$ cat src/common/rv_isa_pkg.sv
package rv_isa_pkg;

    typedef logic [31:0] word_t;
    typedef logic [4:0]  reg_idx_t;
    typedef logic [6:0]  opcode_t;
    typedef logic [2:0]  funct3_t;

    // Major opcodes
    localparam opcode_t OP_LUI    = 7'b0110111;
    localparam opcode_t OP_AUIPC  = 7'b0010111;
    localparam opcode_t OP_JAL    = 7'b1101111;
    localparam opcode_t OP_JALR   = 7'b1100111;
    localparam opcode_t OP_BRANCH = 7'b1100011;
    localparam opcode_t OP_LOAD   = 7'b0000011;
    localparam opcode_t OP_STORE  = 7'b0100011;
    localparam opcode_t OP_IMM    = 7'b0010011;
    localparam opcode_t OP_REG    = 7'b0110011;

    // ALU funct3 for OP_REG and OP_IMM
    localparam funct3_t F3_ADD  = 3'b000;
    localparam funct3_t F3_SLL  = 3'b001;
    localparam funct3_t F3_SLT  = 3'b010;
    localparam funct3_t F3_SLTU = 3'b011;
    localparam funct3_t F3_XOR  = 3'b100;
    localparam funct3_t F3_SR   = 3'b101;
    localparam funct3_t F3_OR   = 3'b110;
    localparam funct3_t F3_AND  = 3'b111;

    // Branch conditions
    localparam funct3_t F3_BEQ  = 3'b000;
    localparam funct3_t F3_BNE  = 3'b001;
    localparam funct3_t F3_BLT  = 3'b100;
    localparam funct3_t F3_BGE  = 3'b101;
    localparam funct3_t F3_BLTU = 3'b110;
    localparam funct3_t F3_BGEU = 3'b111;

endpackage

$ cat src/common/ex_pipe_pkg.sv
package ex_pipe_pkg;

    // Operand source for the forwarding muxes
    typedef logic [1:0] fwd_sel_t;

    localparam fwd_sel_t FWD_RF  = 2'b00;
    localparam fwd_sel_t FWD_WB  = 2'b01;
    localparam fwd_sel_t FWD_MEM = 2'b10;

endpackage

$ cat src/common/bypass_if.sv
interface bypass_if
    import rv_isa_pkg::*;
();

    // EX/MEM side, from the pipeline register
    reg_idx_t mem_rd;
    logic     mem_reg_write;
    logic     mem_is_load;
    word_t    mem_result;

    // MEM/WB side, from the write-back stage
    reg_idx_t wb_rd;
    logic     wb_write;
    word_t    wb_data;

    modport source (
        output mem_rd,
        output mem_reg_write,
        output mem_is_load,
        output mem_result
    );

    modport sink (
        input mem_rd,
        input mem_reg_write,
        input mem_is_load,
        input mem_result,
        input wb_rd,
        input wb_write,
        input wb_data
    );

endinterface

$ cat src/execute/forward_unit.sv
module forward_unit
    import rv_isa_pkg::*;
    import ex_pipe_pkg::*;
(
    input  reg_idx_t      rs1,
    input  reg_idx_t      rs2,
    bypass_if.sink        byp,
    output fwd_sel_t      sel_a,
    output fwd_sel_t      sel_b
);

    logic mem_ok;
    logic wb_ok;

    // Loads have no data yet in EX/MEM, and x0 is never forwarded
    assign mem_ok = byp.mem_reg_write && !byp.mem_is_load && (byp.mem_rd != '0);
    assign wb_ok  = byp.wb_write && (byp.wb_rd != '0);

    function automatic fwd_sel_t pick(input reg_idx_t rs, input logic m_ok,
                                      input reg_idx_t m_rd, input logic w_ok,
                                      input reg_idx_t w_rd);
        if (m_ok && (m_rd == rs)) begin
            return FWD_MEM;
        end else if (w_ok && (w_rd == rs)) begin
            return FWD_WB;
        end
        return FWD_RF;
    endfunction

    assign sel_a = pick(rs1, mem_ok, byp.mem_rd, wb_ok, byp.wb_rd);
    assign sel_b = pick(rs2, mem_ok, byp.mem_rd, wb_ok, byp.wb_rd);

endmodule

$ cat src/execute/alu.sv
module alu
    import rv_isa_pkg::*;
(
    input  opcode_t opcode,
    input  funct3_t funct3,
    input  logic    funct7_5,
    input  word_t   op_a,
    input  word_t   op_b,
    output word_t   result
);

    logic       is_int_op;
    logic       do_sub;
    logic [4:0] shamt;
    word_t      int_result;

    assign is_int_op = (opcode == OP_REG) || (opcode == OP_IMM);

    // Bit 30 of an I-type add is immediate, not sub
    assign do_sub = (opcode == OP_REG) && funct7_5;

    assign shamt = op_b[4:0];

    always_comb begin
        case (funct3)
            F3_ADD: begin
                if (do_sub) begin
                    int_result = op_a - op_b;
                end else begin
                    int_result = op_a + op_b;
                end
            end
            F3_SLL: begin
                int_result = op_a << shamt;
            end
            F3_SLT: begin
                int_result = word_t'($signed(op_a) < $signed(op_b));
            end
            F3_SLTU: begin
                int_result = word_t'(op_a < op_b);
            end
            F3_XOR: begin
                int_result = op_a ^ op_b;
            end
            F3_SR: begin
                // Arithmetic shift for both sra and srai
                if (funct7_5) begin
                    int_result = word_t'($signed(op_a) >>> shamt);
                end else begin
                    int_result = op_a >> shamt;
                end
            end
            F3_OR: begin
                int_result = op_a | op_b;
            end
            default: begin
                int_result = op_a & op_b;
            end
        endcase
    end

    // Address generation for loads and stores
    assign result = is_int_op ? int_result : (op_a + op_b);

endmodule

$ cat src/execute/branch_unit.sv
module branch_unit
    import rv_isa_pkg::*;
(
    input  opcode_t opcode,
    input  funct3_t funct3,
    input  word_t   pc,
    input  word_t   rs1_val,
    input  word_t   rs2_val,
    input  word_t   imm,
    output logic    taken,
    output word_t   target,
    output word_t   link
);

    logic  cond;
    logic  is_jump;
    word_t jalr_sum;

    always_comb begin
        case (funct3)
            F3_BEQ:  cond = (rs1_val == rs2_val);
            F3_BNE:  cond = (rs1_val != rs2_val);
            F3_BLT:  cond = ($signed(rs1_val) < $signed(rs2_val));
            F3_BGE:  cond = ($signed(rs1_val) >= $signed(rs2_val));
            F3_BLTU: cond = (rs1_val < rs2_val);
            F3_BGEU: cond = (rs1_val >= rs2_val);
            default: cond = 1'b0;
        endcase
    end

    assign is_jump  = (opcode == OP_JAL) || (opcode == OP_JALR);
    assign taken    = is_jump || ((opcode == OP_BRANCH) && cond);
    assign jalr_sum = rs1_val + imm;

    // JALR drops bit 0 of the sum
    assign target = (opcode == OP_JALR) ? {jalr_sum[31:1], 1'b0} : (pc + imm);
    assign link   = pc + 32'd4;

endmodule

$ cat src/execute/execute_stage.sv
module execute_stage
    import rv_isa_pkg::*;
    import ex_pipe_pkg::*;
(
    input  logic     valid,
    input  word_t    instr,
    input  word_t    pc,
    input  word_t    rs1_data,
    input  word_t    rs2_data,
    bypass_if.sink   byp,
    output word_t    result,
    output word_t    store_data,
    output reg_idx_t rd,
    output logic     reg_write,
    output logic     mem_read,
    output logic     mem_write,
    output funct3_t  funct3,
    output logic     branch_taken,
    output word_t    branch_target
);

    opcode_t  opcode;
    reg_idx_t rs1;
    reg_idx_t rs2;
    word_t    imm;
    word_t    fwd_a;
    word_t    fwd_b;
    word_t    alu_b;
    word_t    alu_out;
    word_t    link;
    fwd_sel_t sel_a;
    fwd_sel_t sel_b;
    logic     br_taken;

    assign opcode = instr[6:0];
    assign rd     = instr[11:7];
    assign funct3 = instr[14:12];
    assign rs1    = instr[19:15];
    assign rs2    = instr[24:20];

    always_comb begin
        case (opcode)
            OP_STORE:         imm = {{20{instr[31]}}, instr[31:25], instr[11:7]};
            OP_BRANCH:        imm = {{20{instr[31]}}, instr[7], instr[30:25], instr[11:8], 1'b0};
            OP_LUI, OP_AUIPC: imm = {instr[31:12], 12'b0};
            OP_JAL:           imm = {{12{instr[31]}}, instr[19:12], instr[20], instr[30:21], 1'b0};
            default:          imm = {{20{instr[31]}}, instr[31:20]};
        endcase
    end

    // Control from the opcode and gated by valid
    assign reg_write = valid && ((opcode == OP_LUI) || (opcode == OP_AUIPC) ||
                                 (opcode == OP_JAL) || (opcode == OP_JALR) ||
                                 (opcode == OP_LOAD) || (opcode == OP_IMM) ||
                                 (opcode == OP_REG));
    assign mem_read     = valid && (opcode == OP_LOAD);
    assign mem_write    = valid && (opcode == OP_STORE);
    assign branch_taken = valid && br_taken;

    forward_unit u_fwd (
        .rs1   (rs1),
        .rs2   (rs2),
        .byp   (byp),
        .sel_a (sel_a),
        .sel_b (sel_b)
    );

    function automatic word_t fwd_mux(input fwd_sel_t sel, input word_t rf,
                                      input word_t wb, input word_t mem);
        case (sel)
            FWD_MEM: return mem;
            FWD_WB:  return wb;
            default: return rf;
        endcase
    endfunction

    assign fwd_a = fwd_mux(sel_a, rs1_data, byp.wb_data, byp.mem_result);
    assign fwd_b = fwd_mux(sel_b, rs2_data, byp.wb_data, byp.mem_result);
    assign alu_b = (opcode == OP_REG) ? fwd_b : imm;

    alu u_alu (
        .opcode   (opcode),
        .funct3   (funct3),
        .funct7_5 (instr[30]),
        .op_a     (fwd_a),
        .op_b     (alu_b),
        .result   (alu_out)
    );

    branch_unit u_br (
        .opcode  (opcode),
        .funct3  (funct3),
        .pc      (pc),
        .rs1_val (fwd_a),
        .rs2_val (fwd_b),
        .imm     (imm),
        .taken   (br_taken),
        .target  (branch_target),
        .link    (link)
    );

    always_comb begin
        case (opcode)
            OP_LUI:          result = imm;
            OP_AUIPC:        result = pc + imm;
            OP_JAL, OP_JALR: result = link;
            default:         result = alu_out;
        endcase
    end

    assign store_data = fwd_b;

endmodule

$ cat src/source/ex_mem_reg.sv
module ex_mem_reg
    import rv_isa_pkg::*;
(
    input  logic     clk,
    input  logic     rst_n,
    input  logic     stall,
    input  logic     flush,
    input  logic     ex_valid,
    input  word_t    ex_result,
    input  word_t    ex_store_data,
    input  reg_idx_t ex_rd,
    input  logic     ex_reg_write,
    input  logic     ex_mem_read,
    input  logic     ex_mem_write,
    input  funct3_t  ex_funct3,
    input  logic     ex_branch_taken,
    input  word_t    ex_branch_target,
    bypass_if.source byp,
    output logic     mem_valid,
    output word_t    mem_result,
    output word_t    mem_store_data,
    output reg_idx_t mem_rd,
    output logic     mem_reg_write,
    output logic     mem_read,
    output logic     mem_write,
    output funct3_t  mem_funct3,
    output logic     mem_branch_taken,
    output word_t    mem_branch_target
);

    // Flush loads a bubble into the control bits
    always_ff @(posedge clk or negedge rst_n) begin
        if (!rst_n) begin
            mem_valid        <= 1'b0;
            mem_reg_write    <= 1'b0;
            mem_read         <= 1'b0;
            mem_write        <= 1'b0;
            mem_branch_taken <= 1'b0;
        end else if (!stall) begin
            mem_valid        <= ex_valid && !flush;
            mem_reg_write    <= ex_reg_write && !flush;
            mem_read         <= ex_mem_read && !flush;
            mem_write        <= ex_mem_write && !flush;
            mem_branch_taken <= ex_branch_taken && !flush;
        end
    end

    always_ff @(posedge clk) begin
        if (!stall) begin
            mem_result        <= ex_result;
            mem_store_data    <= ex_store_data;
            mem_rd            <= ex_rd;
            mem_funct3        <= ex_funct3;
            mem_branch_target <= ex_branch_target;
        end
    end

    assign byp.mem_rd        = mem_rd;
    assign byp.mem_reg_write = mem_reg_write;
    assign byp.mem_is_load   = mem_read;
    assign byp.mem_result    = mem_result;

endmodule

$ cat src/source/ex_top.sv
module ex_top
    import rv_isa_pkg::*;
(
    input  logic     clk,
    input  logic     rst_n,
    input  logic     id_valid,
    input  word_t    id_instr,
    input  word_t    id_pc,
    input  word_t    id_rs1_data,
    input  word_t    id_rs2_data,
    input  reg_idx_t wb_rd,
    input  logic     wb_write,
    input  word_t    wb_data,
    input  logic     stall,
    input  logic     flush,
    output logic     mem_valid,
    output word_t    mem_result,
    output word_t    mem_store_data,
    output reg_idx_t mem_rd,
    output logic     mem_reg_write,
    output logic     mem_read,
    output logic     mem_write,
    output funct3_t  mem_funct3,
    output logic     mem_branch_taken,
    output word_t    mem_branch_target
);

    bypass_if byp ();

    word_t    ex_result;
    word_t    ex_store_data;
    reg_idx_t ex_rd;
    logic     ex_reg_write;
    logic     ex_mem_read;
    logic     ex_mem_write;
    funct3_t  ex_funct3;
    logic     ex_branch_taken;
    word_t    ex_branch_target;

    // Write-back side of the bypass
    assign byp.wb_rd    = wb_rd;
    assign byp.wb_write = wb_write;
    assign byp.wb_data  = wb_data;

    execute_stage u_ex (
        .valid         (id_valid),
        .instr         (id_instr),
        .pc            (id_pc),
        .rs1_data      (id_rs1_data),
        .rs2_data      (id_rs2_data),
        .byp           (byp),
        .result        (ex_result),
        .store_data    (ex_store_data),
        .rd            (ex_rd),
        .reg_write     (ex_reg_write),
        .mem_read      (ex_mem_read),
        .mem_write     (ex_mem_write),
        .funct3        (ex_funct3),
        .branch_taken  (ex_branch_taken),
        .branch_target (ex_branch_target)
    );

    ex_mem_reg u_exmem (
        .clk               (clk),
        .rst_n             (rst_n),
        .stall             (stall),
        .flush             (flush),
        .ex_valid          (id_valid),
        .ex_result         (ex_result),
        .ex_store_data     (ex_store_data),
        .ex_rd             (ex_rd),
        .ex_reg_write      (ex_reg_write),
        .ex_mem_read       (ex_mem_read),
        .ex_mem_write      (ex_mem_write),
        .ex_funct3         (ex_funct3),
        .ex_branch_taken   (ex_branch_taken),
        .ex_branch_target  (ex_branch_target),
        .byp               (byp),
        .mem_valid         (mem_valid),
        .mem_result        (mem_result),
        .mem_store_data    (mem_store_data),
        .mem_rd            (mem_rd),
        .mem_reg_write     (mem_reg_write),
        .mem_read          (mem_read),
        .mem_write         (mem_write),
        .mem_funct3        (mem_funct3),
        .mem_branch_taken  (mem_branch_taken),
        .mem_branch_target (mem_branch_target)
    );

endmodule

$ cat config.mk
export PLATFORM = sky130hd
export DESIGN_NAME = ex_top
export DESIGN_NICKNAME = d
export VERILOG_FILES = /design/src/common/rv_isa_pkg.sv /design/src/common/ex_pipe_pkg.sv /design/src/common/bypass_if.sv /design/src/execute/forward_unit.sv /design/src/execute/alu.sv /design/src/execute/branch_unit.sv /design/src/execute/execute_stage.sv /design/src/source/ex_mem_reg.sv /design/src/source/ex_top.sv
export SDC_FILE = /design/constraint.sdc
export NUM_CORES = 1
export LEC_CHECK = 0
export BUFFER_PORTS_ARGS = -buffer_cell sky130_fd_sc_hd__buf_2
export CAP_MARGIN = 20
export CORE_AREA = 5 5 160 277
export CTS_BUF_LIST = sky130_fd_sc_hd__clkbuf_4 sky130_fd_sc_hd__clkbuf_8 sky130_fd_sc_hd__clkbuf_16
export DETAILED_ROUTE_END_ITERATION = 7
export DIE_AREA = 0 0 165 282
export GPL_TIMING_DRIVEN = 0
export PLACE_DENSITY = 0.69
export SYNTH_ARGS = -nofsm -noshare
export SYNTH_HDL_FRONTEND = slang
export SYNTH_SLANG_ARGS = --single-unit
export TNS_END_PERCENT = 30
$ cat constraint.sdc
create_clock -name clk -period 8.2 [get_ports clk]
set_clock_uncertainty 0.05 [all_clocks]
set_input_delay 1.64 -clock clk [delete_from_list [all_inputs] [get_ports clk]]
set_output_delay 1.64 -clock clk [all_outputs]
set_load 0.01 [all_outputs]
==> summary.txt, run 1 <==
Outcome
  – Status: stopped before the end
  – Fail Step: global routing (5_1_grt)
  – Error: [ERROR GRT-0116] Global routing finished with congestion. Check the congestion regions in the DRC Viewer.

Die
  – Starting Density: 49.5%
  – IO Pins: 280
  – Row cnt: 99
  – Die width: 165 um
  – Die Y: 282 um

Yosys
  – Post-synth EDFFs: 104
  – Mux cell area share after synthesis: 4.46%
  – Adder-Cell Fraction of Synth Area: 12.0%
  – Post-Syn Instances: 2831
  – Avg Inst Size Synth: 7.28 um^2
  – XOR/XNOR share of the synthesized area: 6.59%
  – Post-synthesis async set-or-reset flop share: 4.59%
  – Syn nets: 3197
  – Fraction of the mapped netlist area in compound gates: 34.7%
  – Number of synthesis warnings: 0
  – Synth Register Bits: 109
  – Synth unique cells: 106
  – Largest family of logic cells by synthesized area: compound AO/OA/AOI/OAI gates
  – Seq/Total Area, Yosys: 15.8%
  – Simple-gate area share of the yosys netlist: 19.2%
  – Synth Flop Type: edfxtp_1
  – Mapped cell area: 20600 um^2

Clock network
  – PostCTS Resize Cnt: 19
  – Hold Buf Count CTS: 0
  – Post-CTS Setup Repair Bufs: 0
  – Bufs on Longest Clock Path: 2
  – CTS root buffer: clkbuf_16
  – H-Tree Depth: 3
  – Sink Count: 109
  – CTS buffer count: 9

Placement
  – Hpwl dp: 114000 um
  – GP Congestion: 1.34
  – Placed cell area: 22800 um^2
  – Port Buffers: 276

GRT
  – GRT overflow: 294
  – Largest net degree at the start of global routing: 60
  – First-pass GRT wire length: 235000 um
  – Gr usage total: 68.2%
  – Vias in the first global route: 30170
[kinds of logic after synthesis]
kind of cell	Yosys count
mux	89
flops	109
compound gates	1068
fa+ha+maj	195
xor+xnor	155
simple gates	847
buf+inv	368
[Yosys cell counts (12+ instances only)]
| library cell | count | area [um^2] |
|---|---|---|
| o21ai_0 | 254 | 1270 |
| a21oi_1 | 241 | 1210 |
| nand2_1 | 240 | 901 |
| nor2_1 | 205 | 769 |
| ha_1 | 191 | 2390 |
| inv_1 | 172 | 646 |
| nand3_1 | 154 | 771 |
| clkbuf_1 | 124 | 465 |
| o211ai_1 | 113 | 848 |
| edfxtp_1 | 104 | 3120 |
| xnor2_1 | 93 | 815 |
| nor3_1 | 82 | 410 |
| mux2i_1 | 77 | 771 |
| xor2_1 | 62 | 543 |
| a21o_1 | 60 | 450 |
| a31oi_1 | 41 | 257 |
| a211oi_1 | 33 | 248 |
| buf_2 | 31 | 155 |
| nand4_1 | 26 | 163 |
| o22ai_1 | 24 | 150 |
| nand2b_1 | 21 | 131 |
| nor2b_1 | 20 | 125 |
| a22oi_1 | 19 | 143 |
| and2_1 | 19 | 119 |
| o21bai_1 | 19 | 143 |
| or3_1 | 19 | 119 |
| a221oi_1 | 18 | 158 |
| a31oi_2 | 18 | 225 |
| o21a_1 | 16 | 120 |
| o31ai_1 | 16 | 120 |
| a22o_1 | 15 | 131 |
| and3_1 | 15 | 93.8 |
| buf_1 | 15 | 56.3 |
| nor4_1 | 15 | 93.8 |
| o21ai_1 | 15 | 75.1 |
| a21boi_0 | 13 | 97.6 |
| a2111oi_0 | 12 | 105 |
| o221ai_1 | 12 | 105 |
[per-stage QoR]
stage / cells / utilization, % / TNS (ns) / setup slack (ns)
3_3_place_gp: 3662 / 54.5 / -13.53 / -1.07
3_5_place_dp: 3673 / 54.9 / -14.77 / -1.21
4_1_cts: 3689 / 55.7 / -0.00465 / -0.00427
2_1_floorplan: 2831 / - / 0 / 1.50
[routing by layer]
layer | global-route usage [%] | GRT overflow
met1 | 67.1 | 5
met2 | 87.8 | 160
met3 | 47.2 | 4
met4 | 72.6 | 125
met5 | 11.7 | 0
==> inputs of run 2 (changes only) <==
Settings changed: CORE_AREA 5 5 160 277 to 5 5 249 251, CTS_BUF_LIST sky130_fd_sc_hd__clkbuf_4 sky130_fd_sc_hd__clkbuf_8 sky130_fd_sc_hd__clkbuf_16 to unset, DIE_AREA 0 0 165 282 to 0 0 254 256, PLACE_DENSITY 0.69 to unset, PLACE_DENSITY_LB_ADDON set to 0.15.
==> summary.txt, run 2 <==
Pwr
  – Leakage: 9.85 nW
  – Power per standard cell area: 136 nW/um^2
  – VDD IR max: 0.131 mV

Route
  – DRT iter0 DRCs: 3748
  – Avg WL per Cell: 36.5 um
  – Number of remaining DRC errors: 0
  – DR vias: 26570
  – Drt via density: 6.75
  – Drt total wl: 144000 um
  – DRT antenna net count: 0
  – Initial DRT Pass Iterations: 7

Placement
  – GP Congestion: 1.11
  – Pre-CTS WS: -2.06 ns
  – Hpwl dp: 118000 um
  – Port Buffers: 276
  – Placed Cells: 3914

Finish
  – Final Instance Count excl. Fillers: 3935
  – Largest registers: u_exmem.byp.mem_result x32, u_exmem.mem_branch_target x32, u_exmem.mem_store_data x32
  – P&R area growth vs syn: 16.0%
  – Most frequent cells in the layout: 312 x buf_2, 249 x o21ai_0, 239 x nand2_1, 239 x a21oi_1, 202 x nor2_1
  – Filler cells: 6419
  – Layout net count: 3511
  – Layout cell share with drive strength beyond 1: 16.0%
  – Commonest non-fill, non-tap cell in the layout: buf_2

Yosys
  – Mapped cell area: 20600 um^2
  – Post-synthesis async set-or-reset flop share: 4.59%
  – Yosys top cell area share: 15.2%
  – Seq/Total Area, Yosys: 15.8%
  – Post-Syn Instances: 2831
  – Synth area leader: edfxtp_1
  – Number of synthesis warnings: 0
  – Avg Inst Size Synth: 7.28 um^2
  – Synth Register Bits: 109
  – Syn nets: 3197
  – Post-synth EDFFs: 104
  – Commonest cells post-synth: 254 x o21ai_0, 241 x a21oi_1, 240 x nand2_1
  – Most frequent cell after synthesis: o21ai_0
  – Ranking of synthesized cells by area: edfxtp_1 15%, ha_1 12%, o21ai_0 6.2%, a21oi_1 5.9%, nand2_1 4.4%
  – Synth Flop Type: edfxtp_1
  – Synth unique cells: 106

Die
  – Die width: 254 um
  – Die Y: 256 um
  – Die area: 65000 um^2
  – IO Pins: 280
  – Core Footprint: 59700 um^2
  – Row cnt: 90
  – Starting Density: 34.5%

Critical path
  – Critical Path AT: 8.34 ns
  – Crit-path max cell delay: 0.46 ns
  – Critical Path Slowest Stage Cell: nor3_1
  – Crit path cell chain: clkbuf_1 -> nor2b_1 -> a32oi_1 -> a22o_2 -> a2bb2oi_1 -> a21bo_2 -> buf_2 -> inv_2 -> clkbuf_4 -> buf_2 -> buf_2 -> ha_1 -> inv_1 -> o2111ai_2 -> a31oi_2 -> a211o_1 -> a21oi_1 -> o221ai_1 -> xor2_1 -> o22ai_1 -> nor3_1 -> o21ai_0
  – Startpoint Class: input port
  – Critical Path Sink Type: flop
  – WP data required: 8.25 ns
  – Largest fanout on the critical path: 10
  – CP most frequent cell: buf_2
  – WS Path Type: in2reg

Flow run
  – Max-cap viol count: 0

Timing
  – Rel. slew slack: 15.3%
  – Post-Route Setup TNS: -0.129 ns
  – Final number of setup-violating endpoints: 2
  – F_max: 121 MHz
  – RSZ-0062 raised after global routing: yes
  – Setup slack after layout: -0.0817 ns
  – Post-layout min period: 8.28 ns
  – Fin crit share: 101%
  – Max-slew violations: 0
  – Worst-Margin Slew: 1.27 ns
  – Final Hold Fails: 0

GRT
  – Largest net degree at the start of global routing: 73
  – First-pass GRT wire length: 194000 um
  – Vias in the first global route: 24690
  – Initial antenna violation count: 3
  – Gr usage total: 41.6%
  – GRT overflow: 0

Clock network
  – Bufs on Longest Clock Path: 2
  – Clock-pin slew on the worst setup and hold paths: 0.08 ns
  – CTS root buffer: clkbuf_16
  – CTS tree: built
  – Hold Buf Count CTS: 0
  – H-Tree Depth: 3
  – Worst skew pair latency: 0.42 ns
  – CTS buffer count: 9
  – Sink Count: 109

Outcome
  – Status: finished, violations left
  – Failing checks: negative setup slack

Worst hold path
  – Worst hold-check path type: reg2reg
[run 2: cell counts after synthesis]
Identical to the previous run, type by type.
[run 2: cell families (layout without fill, tap and decap cells)]
kind of cell,Yosys count,count (layout),synth area share [%]
xor+xnor,155,155,6.59
buf+inv,368,687,7.29
simple gates,847,847,19.2
flops,109,109,15.8
mux,89,89,4.46
compound gates,1068,1068,34.7
other cells,0,3,0
fa+ha+maj,195,195,12.0
[run 2: final timing paths]
kind,start,end,slack (ns),cells after the start
min in group asynchronous,rst_n,u_exmem.byp.mem_is_load,0.99,1
worst max register to register,u_exmem.byp.mem_rd[3],u_exmem.byp.mem_result[31],0.90,22
max in group asynchronous,rst_n,u_exmem.mem_write,6.95,1
worst max-delay path,id_instr[6],u_exmem.byp.mem_result[31],-0.08,22
worst min register to register,u_exmem.mem_valid,u_exmem.mem_valid,0.45,1
worst min-delay path,u_exmem.mem_valid,u_exmem.mem_valid,0.45,1
[run 2: per-layer routing]
metal | wire length (um) | track usage, % | vias to the layer above
li1 | - | - | 11220
met1 | 54300 | 52.5 | 12874
met2 | 61400 | 63.2 | 2012
met3 | 14500 | 8.36 | 464
met4 | 13400 | 29.2 | 0
met5 | 0 | 0 | -
[run 2: layout make-up]
| type | count | area (um^2) | share of cell area (%) |
|---|---|---|---|
| Buffer | 180 | 811 | 3.39 |
| Antenna cell | 3 | 7.51 | 0.0314 |
| Clock inverter | 7 | 96.3 | 0.403 |
| Sequential cell | 109 | 3250 | 13.6 |
| Timing Repair Buffer | 306 | 1710 | 7.16 |
| Tap cell | 782 | 978 | 4.09 |
| Multi-Input combinational cell | 2354 | 16100 | 67.5 |
| Inverter | 185 | 699 | 2.93 |
| Clock buffer | 9 | 225 | 0.942 |
[run 2: critical path, delay by kind of cell]
family | cells | cell delay (ns)
simple gates | 2 | 0.63
fa+ha+maj | 1 | 0.27
buf+inv | 7 | 1.95
xor+xnor | 1 | 0.41
compound gates | 11 | 3.39
[run 2: report_power, final]
| group | switching, mW | internal, mW | total [mW] | leakage (nW) |
|---|---|---|---|---|
| sequential | 0.0643 | 0.705 | 0.770 | 1.09 |
| clock | 0.280 | 0.223 | 0.503 | 0.155 |
| combinational | 1.39 | 0.602 | 1.99 | 8.61 |
| total | 1.73 | 1.53 | 3.26 | 9.85 |
[run 2: metrics by stage]
step | area, um^2 | total power, mW | utilization [%] | hold WS, ns
global placement | 23000 | 2.62 | 38.5 | 0.411
CTS | 23800 | 3.14 | 39.8 | 0.448
global route | 23900 | 3.33 | 40.0 | 0.469
finish | 23900 | 3.26 | 40.0 | 0.454
floorplan | 20600 | 1.80 | - | 0.471
detailed placement | 23300 | 2.63 | 39.1 | 0.431
[run 2: what timing repair did]
action | CTS | global route
setup buffers | 2 | 0
pin swaps | 2 | 1
hold endpoints to repair | 0 | 0
endpoints found under the setup margin | 28 | 14
gates resized for setup | 31 | 27
Power figures use the tool's default switching activity.
==> inputs of run 3 (changes only) <==
Settings changed: REMOVE_ABC_BUFFERS set to 1.
==> summary.txt, run 3 (synthesis results as in run 2) <==
Pwr
  – Sw Pwr: 1.51 mW
  – Switching Share: 49.8%
  – Leakage: 9.64 nW
  – Seq pwr share: 25.0%
  – Logic pwr share: 59.2%
  – Clock power share: 15.8%
  – Power per standard cell area: 129 nW/um^2
  – Total power: 3.02 mW
  – Internal: 1.52 mW
  – VDD IR max: 0.114 mV

Route
  – Drt total wl: 117000 um
  – DRT antenna net count: 0
  – Drt via density: 6.58
  – Initial DRT Pass Iterations: 6
  – Number of remaining DRC errors: 0
  – DRT iter0 DRCs: 3194
  – Avg WL per Cell: 30.9 um
  – DR vias: 24830

GRT
  – First-pass GRT wire length: 163000 um
  – Initial antenna violation count: 2
  – Vias in the first global route: 22596
  – GRT overflow: 0
  – Gr usage total: 33.6%
  – Largest net degree at the start of global routing: 67

Clock network
  – Worst skew pair latency: 0.41 ns
  – Sink Count: 109
  – Bufs on Longest Clock Path: 2
  – H-Tree Depth: 3
  – CTS root buffer: clkbuf_16
  – CTS tree: built
  – CTS buffer count: 9
  – Clock-pin slew on the worst setup and hold paths: 0.09 ns

Die
  – Die area: 65000 um^2
  – Starting Density: 34.5%
  – Die width: 254 um
  – IO Pins: 280
  – Core Footprint: 59700 um^2
  – Die Y: 256 um
  – Row cnt: 90

Timing
  – Post-layout min period: 8.18 ns
  – Worst-Margin Slew: 1.25 ns
  – F_max: 122 MHz
  – Final Hold Fails: 0
  – Fin crit share: 99.7%
  – Rel. slew slack: 15.9%
  – RSZ-0062 raised after global routing: no
  – Max-slew violations: 0
  – Final number of setup-violating endpoints: 0

Finish
  – Largest registers: u_exmem.byp.mem_result x32, u_exmem.mem_branch_target x32, u_exmem.mem_store_data x32
  – Reg area: 3250 um^2
  – Final Core Density: 39.3%
  – Commonest non-fill, non-tap cell in the layout: buf_2
  – Layout net count: 3352
  – Filler cells: 6351
  – Layout cell share with drive strength beyond 1: 15.5%
  – Most frequent cells in the layout: 279 x buf_2, 254 x o21ai_0, 241 x a21oi_1
  – Final Instance Count excl. Fillers: 3775
  – Area occupied by multi-input gates: 16100 um^2
  – P&R area growth vs syn: 13.8%

Outcome
  – Status: finished clean

Critical path
  – Startpoint Class: input port
  – Critical Path Sink Type: flop
  – Critical Path AT: 8.26 ns
  – WP data required: 8.29 ns
  – WS Path Type: in2reg
  – Largest fanout on the critical path: 33

Flow run
  – Max-cap viol count: 0

Placement
  – GP Congestion: 1.01
  – Port Buffers: 279
  – Placed Cells: 3751
  – Hpwl dp: 92500 um

Worst hold path
  – Worst hold-check path type: reg2reg
run 3: cell types whose count changed in the layout (fill, tap and decap cells not counted), moves of 8 or more:
cell,delta
buf_1,-8
buf_6,-8
buf_16,+11
clkbuf_1,-115
buf_2,-33
a31oi_2,-8
run 3: repair_timing:
action | 4_1_cts | 5_1_grt
gates cloned | 1 | 1
setup endpoints to repair | 20 | 9
buffers inserted | 3 | 0
hold buffers | 0 | 0
pin swaps | 3 | 0
resized for setup | 17 | 15
run 3: path summary, 6_finish.rpt:
| kind | from | end | slack (ns) | cells after the start |
|---|---|---|---|---|
| worst max register to register | u_exmem.byp.mem_rd[4] | u_exmem.byp.mem_result[28] | 0.77 | 17 |
| worst min-delay path | u_exmem.mem_valid | u_exmem.mem_valid | 0.45 | 1 |
| worst min register to register | u_exmem.mem_valid | u_exmem.mem_valid | 0.45 | 1 |
| worst max-delay path | id_instr[17] | u_exmem.byp.mem_result[31] | 0.02 | 19 |
| max in group asynchronous | rst_n | u_exmem.byp.mem_is_load | 6.97 | 1 |
| min in group asynchronous | rst_n | u_exmem.byp.mem_reg_write | 0.99 | 1 |
run 3: area by class of cell:
cell class,count,area share [%]
Antenna cell,2,0.0213
Tap cell,782,4.17
Sequential cell,109,13.9
Clock inverter,6,0.192
Clock buffer,10,1.02
Timing Repair Buffer,325,8.96
Inverter,185,3.03
Multi-Input combinational cell,2356,68.7
run 3: per-stage QoR:
| step | TNS (ns) | instance area, um^2 | setup WS [ns] | hold slack (ns) |
|---|---|---|---|---|
| finish | 0 | 23400 | 0.0231 | 0.447 |
| global route | 0 | 23400 | 0.00579 | 0.507 |
| CTS | 0 | 23300 | 0.0103 | 0.455 |
| detailed placement | -21.10 | 22900 | -1.48 | 0.435 |
| global placement | -256.97 | 22200 | -7.97 | 0.424 |
| floorplan | -32.25 | 19800 | -1.52 | 0.471 |
run 3: critical path, cell delays in order:
cell and delay (ns):
buf_2 0.16, xor2_1 0.16, or4_4 0.80, or2_2 0.63
buf_12 0.27, a31oi_1 0.71, buf_4 0.29, ha_1 0.37
a21oi_1 0.37, nor4_1 0.10, a211oi_1 0.40, and2_1 0.27
a211o_1 0.24, a21oi_1 0.17, o221ai_1 0.30, xor2_1 0.50
o22ai_1 0.18, nor3_1 0.46, o21ai_0 0.17
run 3: power groups by stage:
stage	Sequential [mW]	Clock, mW	Combinational (mW)
final	0.756	0.478	1.79
after global routing	0.760	0.504	1.88
after CTS	0.753	0.486	1.72
after detailed placement	0.766	0	1.70
after global placement	0.768	0	1.67
after floorplan	0.784	0	0.981
run 3: routing by layer:
metal  GRT usage (%)  share of wire [%]
met1            48.0                 42
met2            51.5                 43
met3            5.00                 10
met4            11.9                4.4
met5               0              0.012
